`src/logic/kvdb_settings.svh`:
```
`ifndef KVDB_SETTINGS_SVH
`define KVDB_SETTINGS_SVH

// ------------------------------
// Data widths
// ------------------------------
`define KVDB_KEY_BITS 8
`define KVDB_VALUE_BITS 32

// ------------------------------
// Stash geometry
// ------------------------------
`define KVDB_DEPTH 8
// Counts 0 to KVDB_DEPTH inclusive
`define KVDB_FILL_BITS $clog2(`KVDB_DEPTH + 1)

// Wishbone word address
`define KVDB_ADR_BITS 3

`endif

```
`src/logic/kvdb_pkg.sv`:
```
`include "kvdb_settings.svh"

package kvdb_pkg;

    // Database operation
    typedef enum logic [2:0] {
        CMD_NOP   = 3'd0,
        CMD_GET   = 3'd1,
        CMD_SET   = 3'd2,
        CMD_UNSET = 3'd3,
        CMD_CLEAR = 3'd4
    } command_t;

    // Sequencer condition as seen in STATUS
    typedef enum logic [1:0] {
        STATUS_INIT  = 2'd0,
        STATUS_READY = 2'd1,
        STATUS_BUSY  = 2'd2
    } status_code_t;

    // Stash result
    typedef enum logic {
        DB_OK    = 1'b0,
        DB_ERROR = 1'b1
    } db_status_t;

    // Word address map
    typedef enum logic [`KVDB_ADR_BITS-1:0] {
        REG_INFO      = 3'd0,
        REG_COMMAND   = 3'd1,
        REG_KEY       = 3'd2,
        REG_SET_VALUE = 3'd3,
        REG_STATUS    = 3'd4,
        REG_GET_VALUE = 3'd5,
        REG_GET_VALID = 3'd6
    } reg_addr_t;

endpackage

```
`src/logic/kvdb_cmd_if.sv`:
```
`timescale 1ns/1ns
`include "kvdb_settings.svh"

interface kvdb_cmd_if;
    import kvdb_pkg::*;

    // Request, held until accepted
    logic                          req;
    command_t                      command;
    logic [`KVDB_KEY_BITS-1:0]     key;
    logic [`KVDB_VALUE_BITS-1:0]   set_value;

    // Response side, results valid with ack
    logic                          rdy;
    logic                          ack;
    db_status_t                    status;
    logic                          get_valid;
    logic [`KVDB_VALUE_BITS-1:0]   get_value;
    logic [`KVDB_FILL_BITS-1:0]    fill;
    logic                          init_done;

    modport ctrl (
        output req, command, key, set_value,
        input  rdy, ack, status, get_valid, get_value, fill, init_done
    );

    modport stash (
        input  req, command, key, set_value,
        output rdy, ack, status, get_valid, get_value, fill, init_done
    );

endinterface

```
`src/logic/kvdb_reg_if.sv`:
```
`timescale 1ns/1ns
`include "kvdb_settings.svh"

interface kvdb_reg_if;
    import kvdb_pkg::*;

    // Register block to sequencer
    logic                          cmd_wr;
    command_t                      cmd_code;
    logic [`KVDB_KEY_BITS-1:0]     key;
    logic [`KVDB_VALUE_BITS-1:0]   set_value;
    logic                          status_rd;

    // Sequencer to register block
    status_code_t                  status_code;
    logic                          done;
    logic                          error;
    logic [`KVDB_FILL_BITS-1:0]    fill;
    logic [`KVDB_VALUE_BITS-1:0]   get_value;
    logic                          get_valid;

    modport regs (
        output cmd_wr, cmd_code, key, set_value, status_rd,
        input  status_code, done, error, fill, get_value, get_valid
    );

    modport ctrl (
        input  cmd_wr, cmd_code, key, set_value, status_rd,
        output status_code, done, error, fill, get_value, get_valid
    );

endinterface

```
`src/logic/kvdb_ctrl.sv`:
```
`timescale 1ns/1ns

module kvdb_ctrl (
    input  logic      clk,
    input  logic      srst,
    kvdb_reg_if.ctrl  reg_if,
    kvdb_cmd_if.ctrl  cmd_if
);
    import kvdb_pkg::*;

    typedef enum logic [2:0] {
        ST_INIT  = 3'd0,
        ST_IDLE  = 3'd1,
        ST_REQ   = 3'd2,
        ST_BUSY  = 3'd3,
        ST_DONE  = 3'd4,
        ST_ERROR = 3'd5
    } state_t;

    state_t state;
    state_t nxt_state;
    logic   cmd_accept;

    // Only a command written while READY starts a transaction
    assign cmd_accept = reg_if.cmd_wr && (state == ST_IDLE)
                        && (reg_if.status_code == STATUS_READY);

    // ------------------------------
    // Command latch
    // ------------------------------
    always_ff @(posedge clk) begin
        if (cmd_accept) begin
            cmd_if.command   <= reg_if.cmd_code;
            cmd_if.key       <= reg_if.key;
            cmd_if.set_value <= reg_if.set_value;
        end
    end

    // ------------------------------
    // Transaction FSM
    // ------------------------------
    always_ff @(posedge clk) begin
        if (srst) begin
            state <= ST_INIT;
        end else begin
            state <= nxt_state;
        end
    end

    always_comb begin
        nxt_state = state;
        case (state)
            ST_INIT : if (cmd_if.init_done) nxt_state = ST_IDLE;
            ST_IDLE : if (cmd_accept) nxt_state = ST_REQ;
            ST_REQ  : if (cmd_if.rdy) nxt_state = ST_BUSY;
            ST_BUSY : begin
                if (cmd_if.ack) begin
                    nxt_state = (cmd_if.status == DB_ERROR) ? ST_ERROR : ST_DONE;
                end
            end
            default : nxt_state = ST_IDLE;
        endcase
    end

    assign cmd_if.req = (state == ST_REQ);

    // ------------------------------
    // Status and results
    // ------------------------------
    // Code lags the FSM by one cycle
    always_ff @(posedge clk) begin
        if (srst) begin
            reg_if.status_code <= STATUS_INIT;
        end else begin
            case (state)
                ST_INIT         : reg_if.status_code <= STATUS_INIT;
                ST_REQ, ST_BUSY : reg_if.status_code <= STATUS_BUSY;
                default         : reg_if.status_code <= STATUS_READY;
            endcase
        end
    end

    // Sticky flags, setting wins over any clear
    always_ff @(posedge clk) begin
        if (srst) begin
            reg_if.done  <= 1'b0;
            reg_if.error <= 1'b0;
        end else begin
            if (state == ST_DONE) begin
                reg_if.done <= 1'b1;
            end else if (cmd_accept || reg_if.status_rd) begin
                reg_if.done <= 1'b0;
            end
            if (state == ST_ERROR) begin
                reg_if.error <= 1'b1;
            end else if (cmd_accept || reg_if.status_rd) begin
                reg_if.error <= 1'b0;
            end
        end
    end

    // Captured on the stash ack
    always_ff @(posedge clk) begin
        if (srst) begin
            reg_if.get_valid <= 1'b0;
            reg_if.get_value <= '0;
        end else if ((state == ST_BUSY) && cmd_if.ack) begin
            reg_if.get_valid <= cmd_if.get_valid;
            reg_if.get_value <= cmd_if.get_value;
        end
    end

    assign reg_if.fill = cmd_if.fill;

endmodule

```
`src/logic/kvdb_stash.sv`:
```
`timescale 1ns/1ns
`include "kvdb_settings.svh"

module kvdb_stash (
    input  logic       clk,
    input  logic       srst,
    kvdb_cmd_if.stash  cmd_if
);
    import kvdb_pkg::*;

    localparam int DEPTH      = `KVDB_DEPTH;
    localparam int KEY_BITS   = `KVDB_KEY_BITS;
    localparam int VALUE_BITS = `KVDB_VALUE_BITS;
    localparam int IDX_BITS   = $clog2(DEPTH);

    typedef enum logic [1:0] {
        S_WALK   = 2'd0,
        S_IDLE   = 2'd1,
        S_LOOKUP = 2'd2,
        S_ACK    = 2'd3
    } state_t;

    state_t                state;
    logic [IDX_BITS-1:0]   walk_idx;
    logic                  walk_last;
    logic                  accept;

    command_t              cmd_q;
    logic [KEY_BITS-1:0]   key_q;
    logic [VALUE_BITS-1:0] value_q;

    logic [DEPTH-1:0]      valid;
    logic [KEY_BITS-1:0]   keys   [DEPTH];
    logic [VALUE_BITS-1:0] values [DEPTH];

    logic                  hit;
    logic [IDX_BITS-1:0]   hit_idx;
    logic                  free;
    logic [IDX_BITS-1:0]   free_idx;

    assign cmd_if.rdy = (state == S_IDLE) && cmd_if.init_done;
    assign cmd_if.ack = (state == S_ACK);
    assign accept     = cmd_if.req && cmd_if.rdy;
    assign walk_last  = (walk_idx == IDX_BITS'(DEPTH - 1));

    // ------------------------------
    // Match and free search
    // ------------------------------
    // Downward scan so the lowest index wins
    always_comb begin
        hit      = 1'b0;
        hit_idx  = '0;
        free     = 1'b0;
        free_idx = '0;
        for (int i = DEPTH - 1; i >= 0; i--) begin
            if (valid[i] && (keys[i] == key_q)) begin
                hit     = 1'b1;
                hit_idx = IDX_BITS'(i);
            end
            if (!valid[i]) begin
                free     = 1'b1;
                free_idx = IDX_BITS'(i);
            end
        end
    end

    // ------------------------------
    // Entry storage
    // ------------------------------
    always_ff @(posedge clk) begin
        if (state == S_WALK) begin
            valid[walk_idx] <= 1'b0;
        end else if (state == S_LOOKUP) begin
            if (cmd_q == CMD_SET) begin
                if (hit) begin
                    values[hit_idx] <= value_q;
                end else if (free) begin
                    valid[free_idx]  <= 1'b1;
                    keys[free_idx]   <= key_q;
                    values[free_idx] <= value_q;
                end
            end else if ((cmd_q == CMD_UNSET) && hit) begin
                valid[hit_idx] <= 1'b0;
            end
        end
    end

    // ------------------------------
    // Control
    // ------------------------------
    // Reset enters the same walk that CLEAR uses
    always_ff @(posedge clk) begin
        if (srst) begin
            state            <= S_WALK;
            walk_idx         <= '0;
            cmd_if.init_done <= 1'b0;
            cmd_if.fill      <= '0;
        end else begin
            case (state)
                S_WALK : begin
                    walk_idx <= walk_idx + 1'b1;
                    if (walk_last) begin
                        walk_idx <= '0;
                        if (cmd_if.init_done) begin
                            state <= S_ACK;
                        end else begin
                            cmd_if.init_done <= 1'b1;
                            state            <= S_IDLE;
                        end
                    end
                end
                S_IDLE : begin
                    if (accept && (cmd_if.command == CMD_CLEAR)) begin
                        state       <= S_WALK;
                        cmd_if.fill <= '0;
                    end else if (accept) begin
                        state <= S_LOOKUP;
                    end
                end
                S_LOOKUP : begin
                    state <= S_ACK;
                    if ((cmd_q == CMD_SET) && !hit && free) begin
                        cmd_if.fill <= cmd_if.fill + 1'b1;
                    end else if ((cmd_q == CMD_UNSET) && hit) begin
                        cmd_if.fill <= cmd_if.fill - 1'b1;
                    end
                end
                default : state <= S_IDLE;
            endcase
        end
    end

    // Request capture
    always_ff @(posedge clk) begin
        if (accept) begin
            cmd_q   <= cmd_if.command;
            key_q   <= cmd_if.key;
            value_q <= cmd_if.set_value;
        end
    end

    // Results hold the key's previous contents, ready by the ack cycle
    always_ff @(posedge clk) begin
        if (state == S_LOOKUP) begin
            cmd_if.get_valid <= hit;
            cmd_if.get_value <= hit ? values[hit_idx] : '0;
            cmd_if.status    <= ((cmd_q == CMD_SET) && !hit && !free) ? DB_ERROR : DB_OK;
        end else if (state == S_WALK) begin
            cmd_if.get_valid <= 1'b0;
            cmd_if.get_value <= '0;
            cmd_if.status    <= DB_OK;
        end
    end

endmodule

```
`src/logic/kvdb_top.sv`:
```
`timescale 1ns/1ns
`include "kvdb_settings.svh"

module kvdb_top (
    input  logic                      clk,
    input  logic                      srst,
    input  logic                      wb_cyc,
    input  logic                      wb_stb,
    input  logic                      wb_we,
    input  logic [`KVDB_ADR_BITS-1:0] wb_adr,
    input  logic [31:0]               wb_dat_w,
    output logic [31:0]               wb_dat_r,
    output logic                      wb_ack
);
    import kvdb_pkg::*;

    kvdb_reg_if reg_if ();
    kvdb_cmd_if cmd_if ();

    // ------------------------------
    // Register block
    // ------------------------------
    kvdb_wb_regs u_regs (
        .clk    ( clk ),
        .srst   ( srst ),
        .cyc    ( wb_cyc ),
        .stb    ( wb_stb ),
        .we     ( wb_we ),
        .adr    ( reg_addr_t'(wb_adr) ),
        .dat_w  ( wb_dat_w ),
        .dat_r  ( wb_dat_r ),
        .ack    ( wb_ack ),
        .reg_if ( reg_if.regs )
    );

    // Sequencer
    kvdb_ctrl u_ctrl (
        .clk    ( clk ),
        .srst   ( srst ),
        .reg_if ( reg_if.ctrl ),
        .cmd_if ( cmd_if.ctrl )
    );

    // Storage
    kvdb_stash u_stash (
        .clk    ( clk ),
        .srst   ( srst ),
        .cmd_if ( cmd_if.stash )
    );

endmodule

```
`src/logic/kvdb_wb_regs.sv`:
```
`timescale 1ns/1ns
`include "kvdb_settings.svh"

module kvdb_wb_regs (
    input  logic                clk,
    input  logic                srst,
    input  logic                cyc,
    input  logic                stb,
    input  logic                we,
    input  kvdb_pkg::reg_addr_t adr,
    input  logic [31:0]         dat_w,
    output logic [31:0]         dat_r,
    output logic                ack,
    kvdb_reg_if.regs            reg_if
);
    import kvdb_pkg::*;

    localparam int KEY_BITS   = `KVDB_KEY_BITS;
    localparam int VALUE_BITS = `KVDB_VALUE_BITS;
    localparam int DEPTH      = `KVDB_DEPTH;
    localparam int FILL_BITS  = `KVDB_FILL_BITS;

    logic        wr_acc;
    logic        rd_acc;
    logic [31:0] info_word;
    logic [31:0] status_word;

    // ------------------------------
    // Bus handshake
    // ------------------------------
    // One ack per access, never back to back
    always_ff @(posedge clk) begin
        if (srst) begin
            ack <= 1'b0;
        end else begin
            ack <= cyc && stb && !ack;
        end
    end

    // Master holds its signals through the ack cycle
    assign wr_acc = ack && we;
    assign rd_acc = ack && !we;

    // ------------------------------
    // Writable registers
    // ------------------------------
    always_ff @(posedge clk) begin
        if (srst) begin
            reg_if.key       <= '0;
            reg_if.set_value <= '0;
        end else if (wr_acc) begin
            if (adr == REG_KEY) begin
                reg_if.key <= dat_w[KEY_BITS-1:0];
            end
            if (adr == REG_SET_VALUE) begin
                reg_if.set_value <= dat_w[VALUE_BITS-1:0];
            end
        end
    end

    // Event pulses toward the sequencer
    assign reg_if.cmd_wr    = wr_acc && (adr == REG_COMMAND);
    assign reg_if.cmd_code  = command_t'(dat_w[2:0]);
    assign reg_if.status_rd = rd_acc && (adr == REG_STATUS);

    // ------------------------------
    // Read words
    // ------------------------------
    assign info_word = {8'd0, 8'(DEPTH), 8'(VALUE_BITS), 8'(KEY_BITS)};

    always_comb begin
        status_word                 = '0;
        status_word[1:0]            = reg_if.status_code;
        status_word[4]              = reg_if.done;
        status_word[5]              = reg_if.error;
        status_word[8 +: FILL_BITS] = reg_if.fill;
    end

    // Flags clear after this cycle, so the read sees them before the clear
    always_comb begin
        case (adr)
            REG_INFO      : dat_r = info_word;
            REG_KEY       : dat_r = 32'(reg_if.key);
            REG_SET_VALUE : dat_r = 32'(reg_if.set_value);
            REG_STATUS    : dat_r = status_word;
            REG_GET_VALUE : dat_r = 32'(reg_if.get_value);
            REG_GET_VALID : dat_r = 32'(reg_if.get_valid);
            default       : dat_r = '0;
        endcase
    end

endmodule

```
`config.mk`:
```
export PLATFORM = sky130hd
export DESIGN_NAME = kvdb_top
export DESIGN_NICKNAME = d
export VERILOG_FILES = /design/src/logic/kvdb_pkg.sv /design/src/logic/kvdb_cmd_if.sv /design/src/logic/kvdb_reg_if.sv /design/src/logic/kvdb_ctrl.sv /design/src/logic/kvdb_stash.sv /design/src/logic/kvdb_top.sv /design/src/logic/kvdb_wb_regs.sv
export VERILOG_INCLUDE_DIRS = /design/src /design/src/logic
export SDC_FILE = /design/constraint.sdc
export NUM_CORES = 1
export LEC_CHECK = 0
export ABC_AREA = 1
export BUFFER_PORTS_ARGS = -buffer_cell sky130_fd_sc_hd__buf_2
export CAP_MARGIN = 20
export CORE_ASPECT_RATIO = 1.25
export CORE_UTILIZATION = 30
export CTS_BUF_LIST = sky130_fd_sc_hd__clkbuf_4 sky130_fd_sc_hd__clkbuf_8
export DETAILED_ROUTE_END_ITERATION = 16
export PLACE_DENSITY_LB_ADDON = 0.3
export SLEW_MARGIN = 10
export SYNTH_ARGS = -nofsm -noshare
export SYNTH_HDL_FRONTEND = slang
export SYNTH_HIERARCHICAL = 1
export SYNTH_SLANG_ARGS = --single-unit
```
`constraint.sdc`:
```
create_clock -name clk -period 9.7 [get_ports clk]
set_input_delay 0 -clock clk [delete_from_list [all_inputs] [get_ports clk]]
set_output_delay 0 -clock clk [all_outputs]
set_load 0.1 [all_outputs]
```
==> results of run 1 <==
==> flip-flops by register name, summed over array words and instances (netlist names), 2 cells and up <==
signal / flops
u_regs/reg_if.set_value: 32
u_stash/key_q: 8
u_stash/values: 256
u_stash/valid: 8
u_stash/state: 2
u_stash/keys: 64
u_stash/value_q: 32
u_ctrl/cmd_if.key: 8
u_stash/walk_idx: 3
u_ctrl/reg_if.status_code: 2
u_ctrl/state: 3
u_ctrl/cmd_if.command: 3
u_stash/cmd_if.fill: 4
u_ctrl/cmd_if.set_value: 32
u_regs/reg_if.key: 8
u_stash/cmd_if.get_value: 32
u_ctrl/reg_if.get_value: 32
u_stash/cmd_q: 3
==> metal layers <==
| metal | part of all wire | track usage | wire length [um] |
|---|---|---|---|
| met3 | 0.045 | 0.0266 | 2790 |
| met4 | 0.024 | 0.0542 | 1520 |
| met5 | 0 | 0 | 0 |
| met2 | 0.52 | 0.289 | 32200 |
| met1 | 0.41 | 0.187 | 25500 |
==> area by class of cell <==
cell class              count  area (um2)
diodes                      1        2.50
flip-flops and latches    539       15300
clock inverters            31         169
well taps                 977        1220
clock buffers             129        1560
inverters                 157         594
fillers                  7410       49000
repair buffers            192        1570
multi-input cells        1382        6530
==> synthesized netlist by cell type, drive strengths merged (2+ instances only) <==
master	count
nand2	557
edfxtp	448
nand3	261
nor2	252
inv	156
nand4	118
a21oi	96
dfxtp	91
buf	84
clkbuf	36
nor3	25
o21ai	21
xnor2	13
ha	9
o311ai	5
o211ai	4
or2	3
xor2	3
a211oi	2
a31oi	2
nor4	2
o31ai	2
o32ai	2
==> where the power goes <==
part / total, mW / internal (mW) / switching (mW)
sequential: 2.68 / 2.61 / 0.0708
combinational: 0.431 / 0.120 / 0.311
clock: 1.95 / 1.04 / 0.912
==> critical path, cell delays in order (launching register included) <==
cell	delay, ps
edfxtp_1	750
inv_2	210
nand2_1	100
nand2_1	70
nor3_1	340
nand3_1	150
nand2_1	100
nand2_1	60
nand2_1	70
nand2_1	110
nand2_4	440
nand2_4	580
nand2_1	250
nand3_1	340
nor2_4	530
buf_4	390
==> through the flow <==
step | hold WS, ps | cells | setup WS [ps] | power (mW)
after global placement | 200 | 3147 | 4590 | 3.14
final | 192 | 3408 | 4800 | 5.06
after global routing | 184 | 3408 | 4320 | 5.27
after CTS | 136 | 3405 | 4570 | 5.12
after detailed placement | 202 | 3151 | 4610 | 3.15
after floorplan | 69.1 | 2198 | 5670 | 2.99
==> cell families after synthesis <==
logic type,after synthesis,share of synthesized area
AND/OR/NAND/NOR,1221,0.234
buffers and inverters,277,0.0574
flip-flops,539,0.664
AO/OA/AOI/OAI,135,0.0319
XOR/XNOR,16,0.00610
adder cells (fa/ha/maj),10,0.00577
==> worst min-delay path by stage <==
| stage | from | endpoint | slack [ps] |
|---|---|---|---|
| after detailed placement | wb_dat_w[1] | u_ctrl/cmd_if.command[1]$_DFFE_PP_ | 200 |
| after floorplan | srst | u_stash/cmd_if.fill[1]$_SDFFE_PP0P_ | 70 |
| final | wb_dat_w[4] | u_regs/reg_if.key[4]$_SDFFE_PP0P_ | 190 |
| after CTS | wb_dat_w[4] | u_regs/reg_if.key[4]$_SDFFE_PP0P_ | 140 |
| after global placement | wb_dat_w[2] | u_ctrl/cmd_if.command[2]$_DFFE_PP_ | 200 |
| after global routing | wb_dat_w[4] | u_regs/reg_if.key[4]$_SDFFE_PP0P_ | 180 |
==> what timing repair did <==
item,4_1_cts,5_1_grt
hold endpoints to repair,87,0
setup endpoints to repair,0,0
hold buffers,94,0
==> impl_metrics.env, run 1 <==
export IMPL_whs_path_depth=6
export IMPL_die_h_um=311
export IMPL_rr_endpoint="u_stash/values[5][13]$_DFFE_PP_"
export IMPL_ys_types=46
export IMPL_numClockSinks=539
export IMPL_clk_latency_ps=680
export IMPL_ant_nets=0
export IMPL_hpwl_um=38900
export IMPL_fin_skew_ps=43.1
export IMPL_yosysTopAreaCell="edfxtp_1"
export IMPL_relSlewSlack=0.252
export IMPL_max_vdd_ir_drop_uv=114
export IMPL_stdcell_area_mm2=0.0269
export IMPL_grt_pass1_vias=16426
export IMPL_tns_ps=0
export IMPL_synth_edf_count=448
export IMPL_synth_ff_type="edfxtp_1"
export IMPL_reg2reg_slack_ps=4800
export IMPL_power_density_mw_per_mm2=188
export IMPL_wirelength_um=62100
export IMPL_num_io_pins=73
export IMPL_cts_resized=0
export IMPL_row_count=113
export IMPL_num_nets_final=2408
export IMPL_startpoint_type="flip-flop"
export IMPL_postPlaceCellArea_mm2=0.0242
export IMPL_vias=16395
export IMPL_fp_coreArea_mm2=0.0759
export IMPL_endpoint="u_stash/values[5][13]$_DFFE_PP_"
export IMPL_start_util=0.303
export IMPL_drc_errors=0
export IMPL_drt_iter0_drc=1192
export IMPL_cts_max_level=3
export IMPL_clk_pin_slew_ps=60
export IMPL_crit_required_ps=10020
export IMPL_hold_class="in2reg"
export IMPL_antenna_found_initial=1
export IMPL_portBuffers=72
export IMPL_maxCapViolCount=0
export IMPL_die_area_mm2=0.0777
export IMPL_grt_max_degree=70
export IMPL_finish_utilization=0.355
export IMPL_grt_pass1_wl_um=95200
export IMPL_syn_nets=2248
export IMPL_synth_cell_area_mm2=0.0230
export IMPL_slew_violations=0
export IMPL_rsz0062_at_grt="no"
export IMPL_drt_wirelength_per_cell_um=18.2
export IMPL_via_per_inst=4.81
export IMPL_die_w_um=250
export IMPL_rr_worst_depth=15
export IMPL_syn_avg_cell_area_um2=10.5
export IMPL_yosys_warnings=6
export IMPL_finalSetupViolCount=0
export IMPL_crit_arrival_ps=5220
export IMPL_postCtsSetupBuffers=0
export IMPL_yosysSeqAreaShare=0.664
export IMPL_finalHoldViolCount=0
export IMPL_crit_start="u_stash/key_q[1]$_DFFE_PP_"
export IMPL_outcome="complete, no violations"
export IMPL_cts_tree="yes"
export IMPL_tightest_slew_ps=1110
export IMPL_power_leakage_nw=10.5
export IMPL_cts_buffers=86
export IMPL_fmax_mhz=204
export IMPL_reg2reg_from="u_stash/key_q[1]$_DFFE_PP_"
export IMPL_synth_area_leaders="edfxtp_1 (59%), nand2_1 (9.0%), dfxtp_1 (7.9%), nand3_1 (5.6%), nor2_1 (4.0%)"
export IMPL_overflow=0
export IMPL_gp_congestion=0.895
export IMPL_netlist_area_leader_share=0.585
export IMPL_crit_fanout=69
export IMPL_clockRootBuffer="clkbuf_8"
export IMPL_period_needed_ps=4900
export IMPL_grt_use_total=0.158
export IMPL_cp_end_kind="flip-flop"
export IMPL_area_growth_pct=17.1
export IMPL_firstDrtPassIters=6
export IMPL_most_common_layout_cells="nand2_1 (550), edfxtp_1 (448), nand3_1 (256), nor2_1 (233), inv_1 (147)"
export IMPL_crit_type="reg2reg"
export IMPL_layout_drive_gt1_share=0.120
export IMPL_layout_commonest_cell="nand2_1"
export IMPL_min_period_over_period=0.506
export IMPL_ys_ff_latch=539
export IMPL_clk_path_buf_depth=3
export IMPL_ys_async_sr_fraction=0
export IMPL_syn_inst=2198
Power figures use the tool's default switching activity.
==> run 2: changes to the inputs <==
==> constraint.sdc (replaced) <==
create_clock -name clk -period 4.6 [get_ports clk]
set_input_delay 0 -clock clk [delete_from_list [all_inputs] [get_ports clk]]
set_output_delay 0 -clock clk [all_outputs]
set_load 0.1 [all_outputs]
==> run 2 against run 1 <==
Net effect:
- final cell count is 0.32% higher
- combinational power is 110% higher
- largest power group unchanged
- first-iteration DRC count is 3.9% higher
- critical path depth stayed put
- register-to-register slack worse by 4100 ps
==> impl_metrics.env, run 2 (same netlist as run 1, synthesis figures left out) <==
export IMPL_reg2reg_slack_ps=680
export IMPL_switchingPower_mw=2.80
export IMPL_maxCapViolCount=0
export IMPL_numClockSinks=539
export IMPL_cts_tree="yes"
export IMPL_row_count=113
export IMPL_cts_hold_buf=83
export IMPL_drt_iter0_drc=1239
export IMPL_drc_errors=0
export IMPL_power_share_clock=0.405
export IMPL_fin_skew_ps=39.8
export IMPL_maxUsedRoutingLayer="met4"
export IMPL_die_h_um=311
export IMPL_drt_wirelength_per_cell_um=18.2
export IMPL_clk_latency_ps=700
export IMPL_die_w_um=250
export IMPL_outcome="complete, no violations"
export IMPL_fp_coreArea_mm2=0.0759
export IMPL_seq_area_mm2=0.0153
export IMPL_cts_buffers=88
export IMPL_num_io_pins=73
export IMPL_clk_path_buf_depth=3
export IMPL_fin_hold_ws_ps=87.8
export IMPL_postCtsSetupBuffers=0
export IMPL_top_register="u_stash/values"
export IMPL_cp_end_kind="flip-flop"
export IMPL_fmax_mhz=255
export IMPL_hpwl_um=37200
export IMPL_top_regs="u_stash/values x256, u_stash/keys x64"
export IMPL_crit_required_ps=4900
export IMPL_fillers=7471
export IMPL_cts_max_level=3
export IMPL_crit_type="reg2reg"
export IMPL_grt_max_degree=133
export IMPL_min_period_over_period=0.853
export IMPL_layout_drive_gt1_share=0.129
export IMPL_tightest_slew_ps=909
export IMPL_met1_length_um=26600
export IMPL_gp_congestion=0.853
export IMPL_clockRootBuffer="clkbuf_8"
export IMPL_start_util=0.303
export IMPL_max_vdd_ir_drop_uv=219
export IMPL_met3WireLength_um=2860
export IMPL_startpoint_type="flip-flop"
export IMPL_p_comb_frac=0.083
export IMPL_finalSetupViolCount=0
export IMPL_overflow=0
export IMPL_die_area_mm2=0.0777
export IMPL_cts_resized=0
export IMPL_grt_use_total=0.159
export IMPL_area_growth_pct=18.3
export IMPL_portBuffers=72
export IMPL_crit_arrival_ps=4220
export IMPL_slew_violations=0
export IMPL_layout_commonest_cell="nand2_1"
export IMPL_p_sw_frac=0.253
export IMPL_ant_nets=0
export IMPL_clk_pin_slew_ps=60
export IMPL_hold_class="in2reg"
export IMPL_power_frac_seq=0.512
export IMPL_via_per_inst=4.84
export IMPL_power_density_mw_per_mm2=406
export IMPL_relSlewSlack=0.394
export IMPL_grt_pass1_vias=16556
export IMPL_tns_ps=0
export IMPL_antenna_found_initial=1
export IMPL_grt_pass1_wl_um=96000
export IMPL_finish_utilization=0.358
export IMPL_wirelength_um=62300
export IMPL_period_needed_ps=3920
export IMPL_vias=16543
export IMPL_num_nets_final=2418
export IMPL_largest_reg_flops=256
export IMPL_crit_fanout=32
export IMPL_multi_input_area_mm2=0.00652
export IMPL_p_int_mw=8.25
export IMPL_wl_met2_um=31400
export IMPL_rsz0062_at_grt="no"
export IMPL_most_common_layout_cells="nand2_1 (550), edfxtp_1 (448), nand3_1 (256), nor2_1 (233), inv_1 (147)"
export IMPL_finalHoldViolCount=0
export IMPL_firstDrtPassIters=5
export IMPL_power_leakage_nw=10.6
==> run 2: metrics by stage <==
step | cell area [um2] | cells | power [mW] | setup slack [ps]
finish | 27200 | 3419 | 11.1 | 676
global placement | 24400 | 3171 | 6.63 | 744
detailed placement | 24400 | 3171 | 6.64 | 687
global route | 27200 | 3419 | 11.5 | 331
CTS | 27200 | 3417 | 11.2 | 639
floorplan | 23000 | 2198 | 6.30 | 573
==> run 2: metal layers <==
metal / vias to the layer above / track usage
met4: 0 / 0.0543
met2: 445 / 0.279
met3: 117 / 0.0256
li1: 7917 / -
met5: - / 0
met1: 8064 / 0.198
==> run 2: area by class of cell <==
type	count	share of cell area
Clock buffer	123	0.0567
Clock inverter	40	0.0129
Multi-Input combinational cell	1382	0.240
Antenna cell	1	0.0000920
Tap cell	977	0.0450
Sequential cell	539	0.562
Inverter	157	0.0219
Timing Repair Buffer	200	0.0618
==> run 2: power by group through the flow <==
stage	Combinational, mW	Sequential, mW	Clock (mW)
floorplan	0.604	5.70	0
global placement	0.874	5.75	0
detailed placement	0.882	5.76	0
CTS	0.917	5.66	4.59
global route	1.02	5.68	4.79
finish	0.918	5.66	4.47
==> run 2: worst paths after layout <==
kind / startpoint / end / depth (start not counted)
worst max-delay path: u_stash/key_q[6]$_DFFE_PP_ / u_stash/values[1][13]$_DFFE_PP_ / 15
worst min-delay path: wb_dat_w[0] / u_ctrl/cmd_if.command[0]$_DFFE_PP_ / 2
worst max register to register: u_stash/key_q[6]$_DFFE_PP_ / u_stash/values[1][13]$_DFFE_PP_ / 15
worst min register to register: u_ctrl/cmd_if.set_value[29]$_DFFE_PP_ / u_stash/value_q[29]$_DFFE_PP_ / 0
==> run 2: worst max-delay path: stages, from the launching register on <==
cell and delay (ps):
edfxtp_1 820, inv_1 190, nand2_1 100, nand2_1 50
nand2_1 60, nor2_1 30, nand3_1 90, nand2_1 110
nor2_2 280, nand4_4 190, nor3_2 260, inv_1 200
nand2_1 120, nand3_1 320, nor2_4 200, buf_4 470
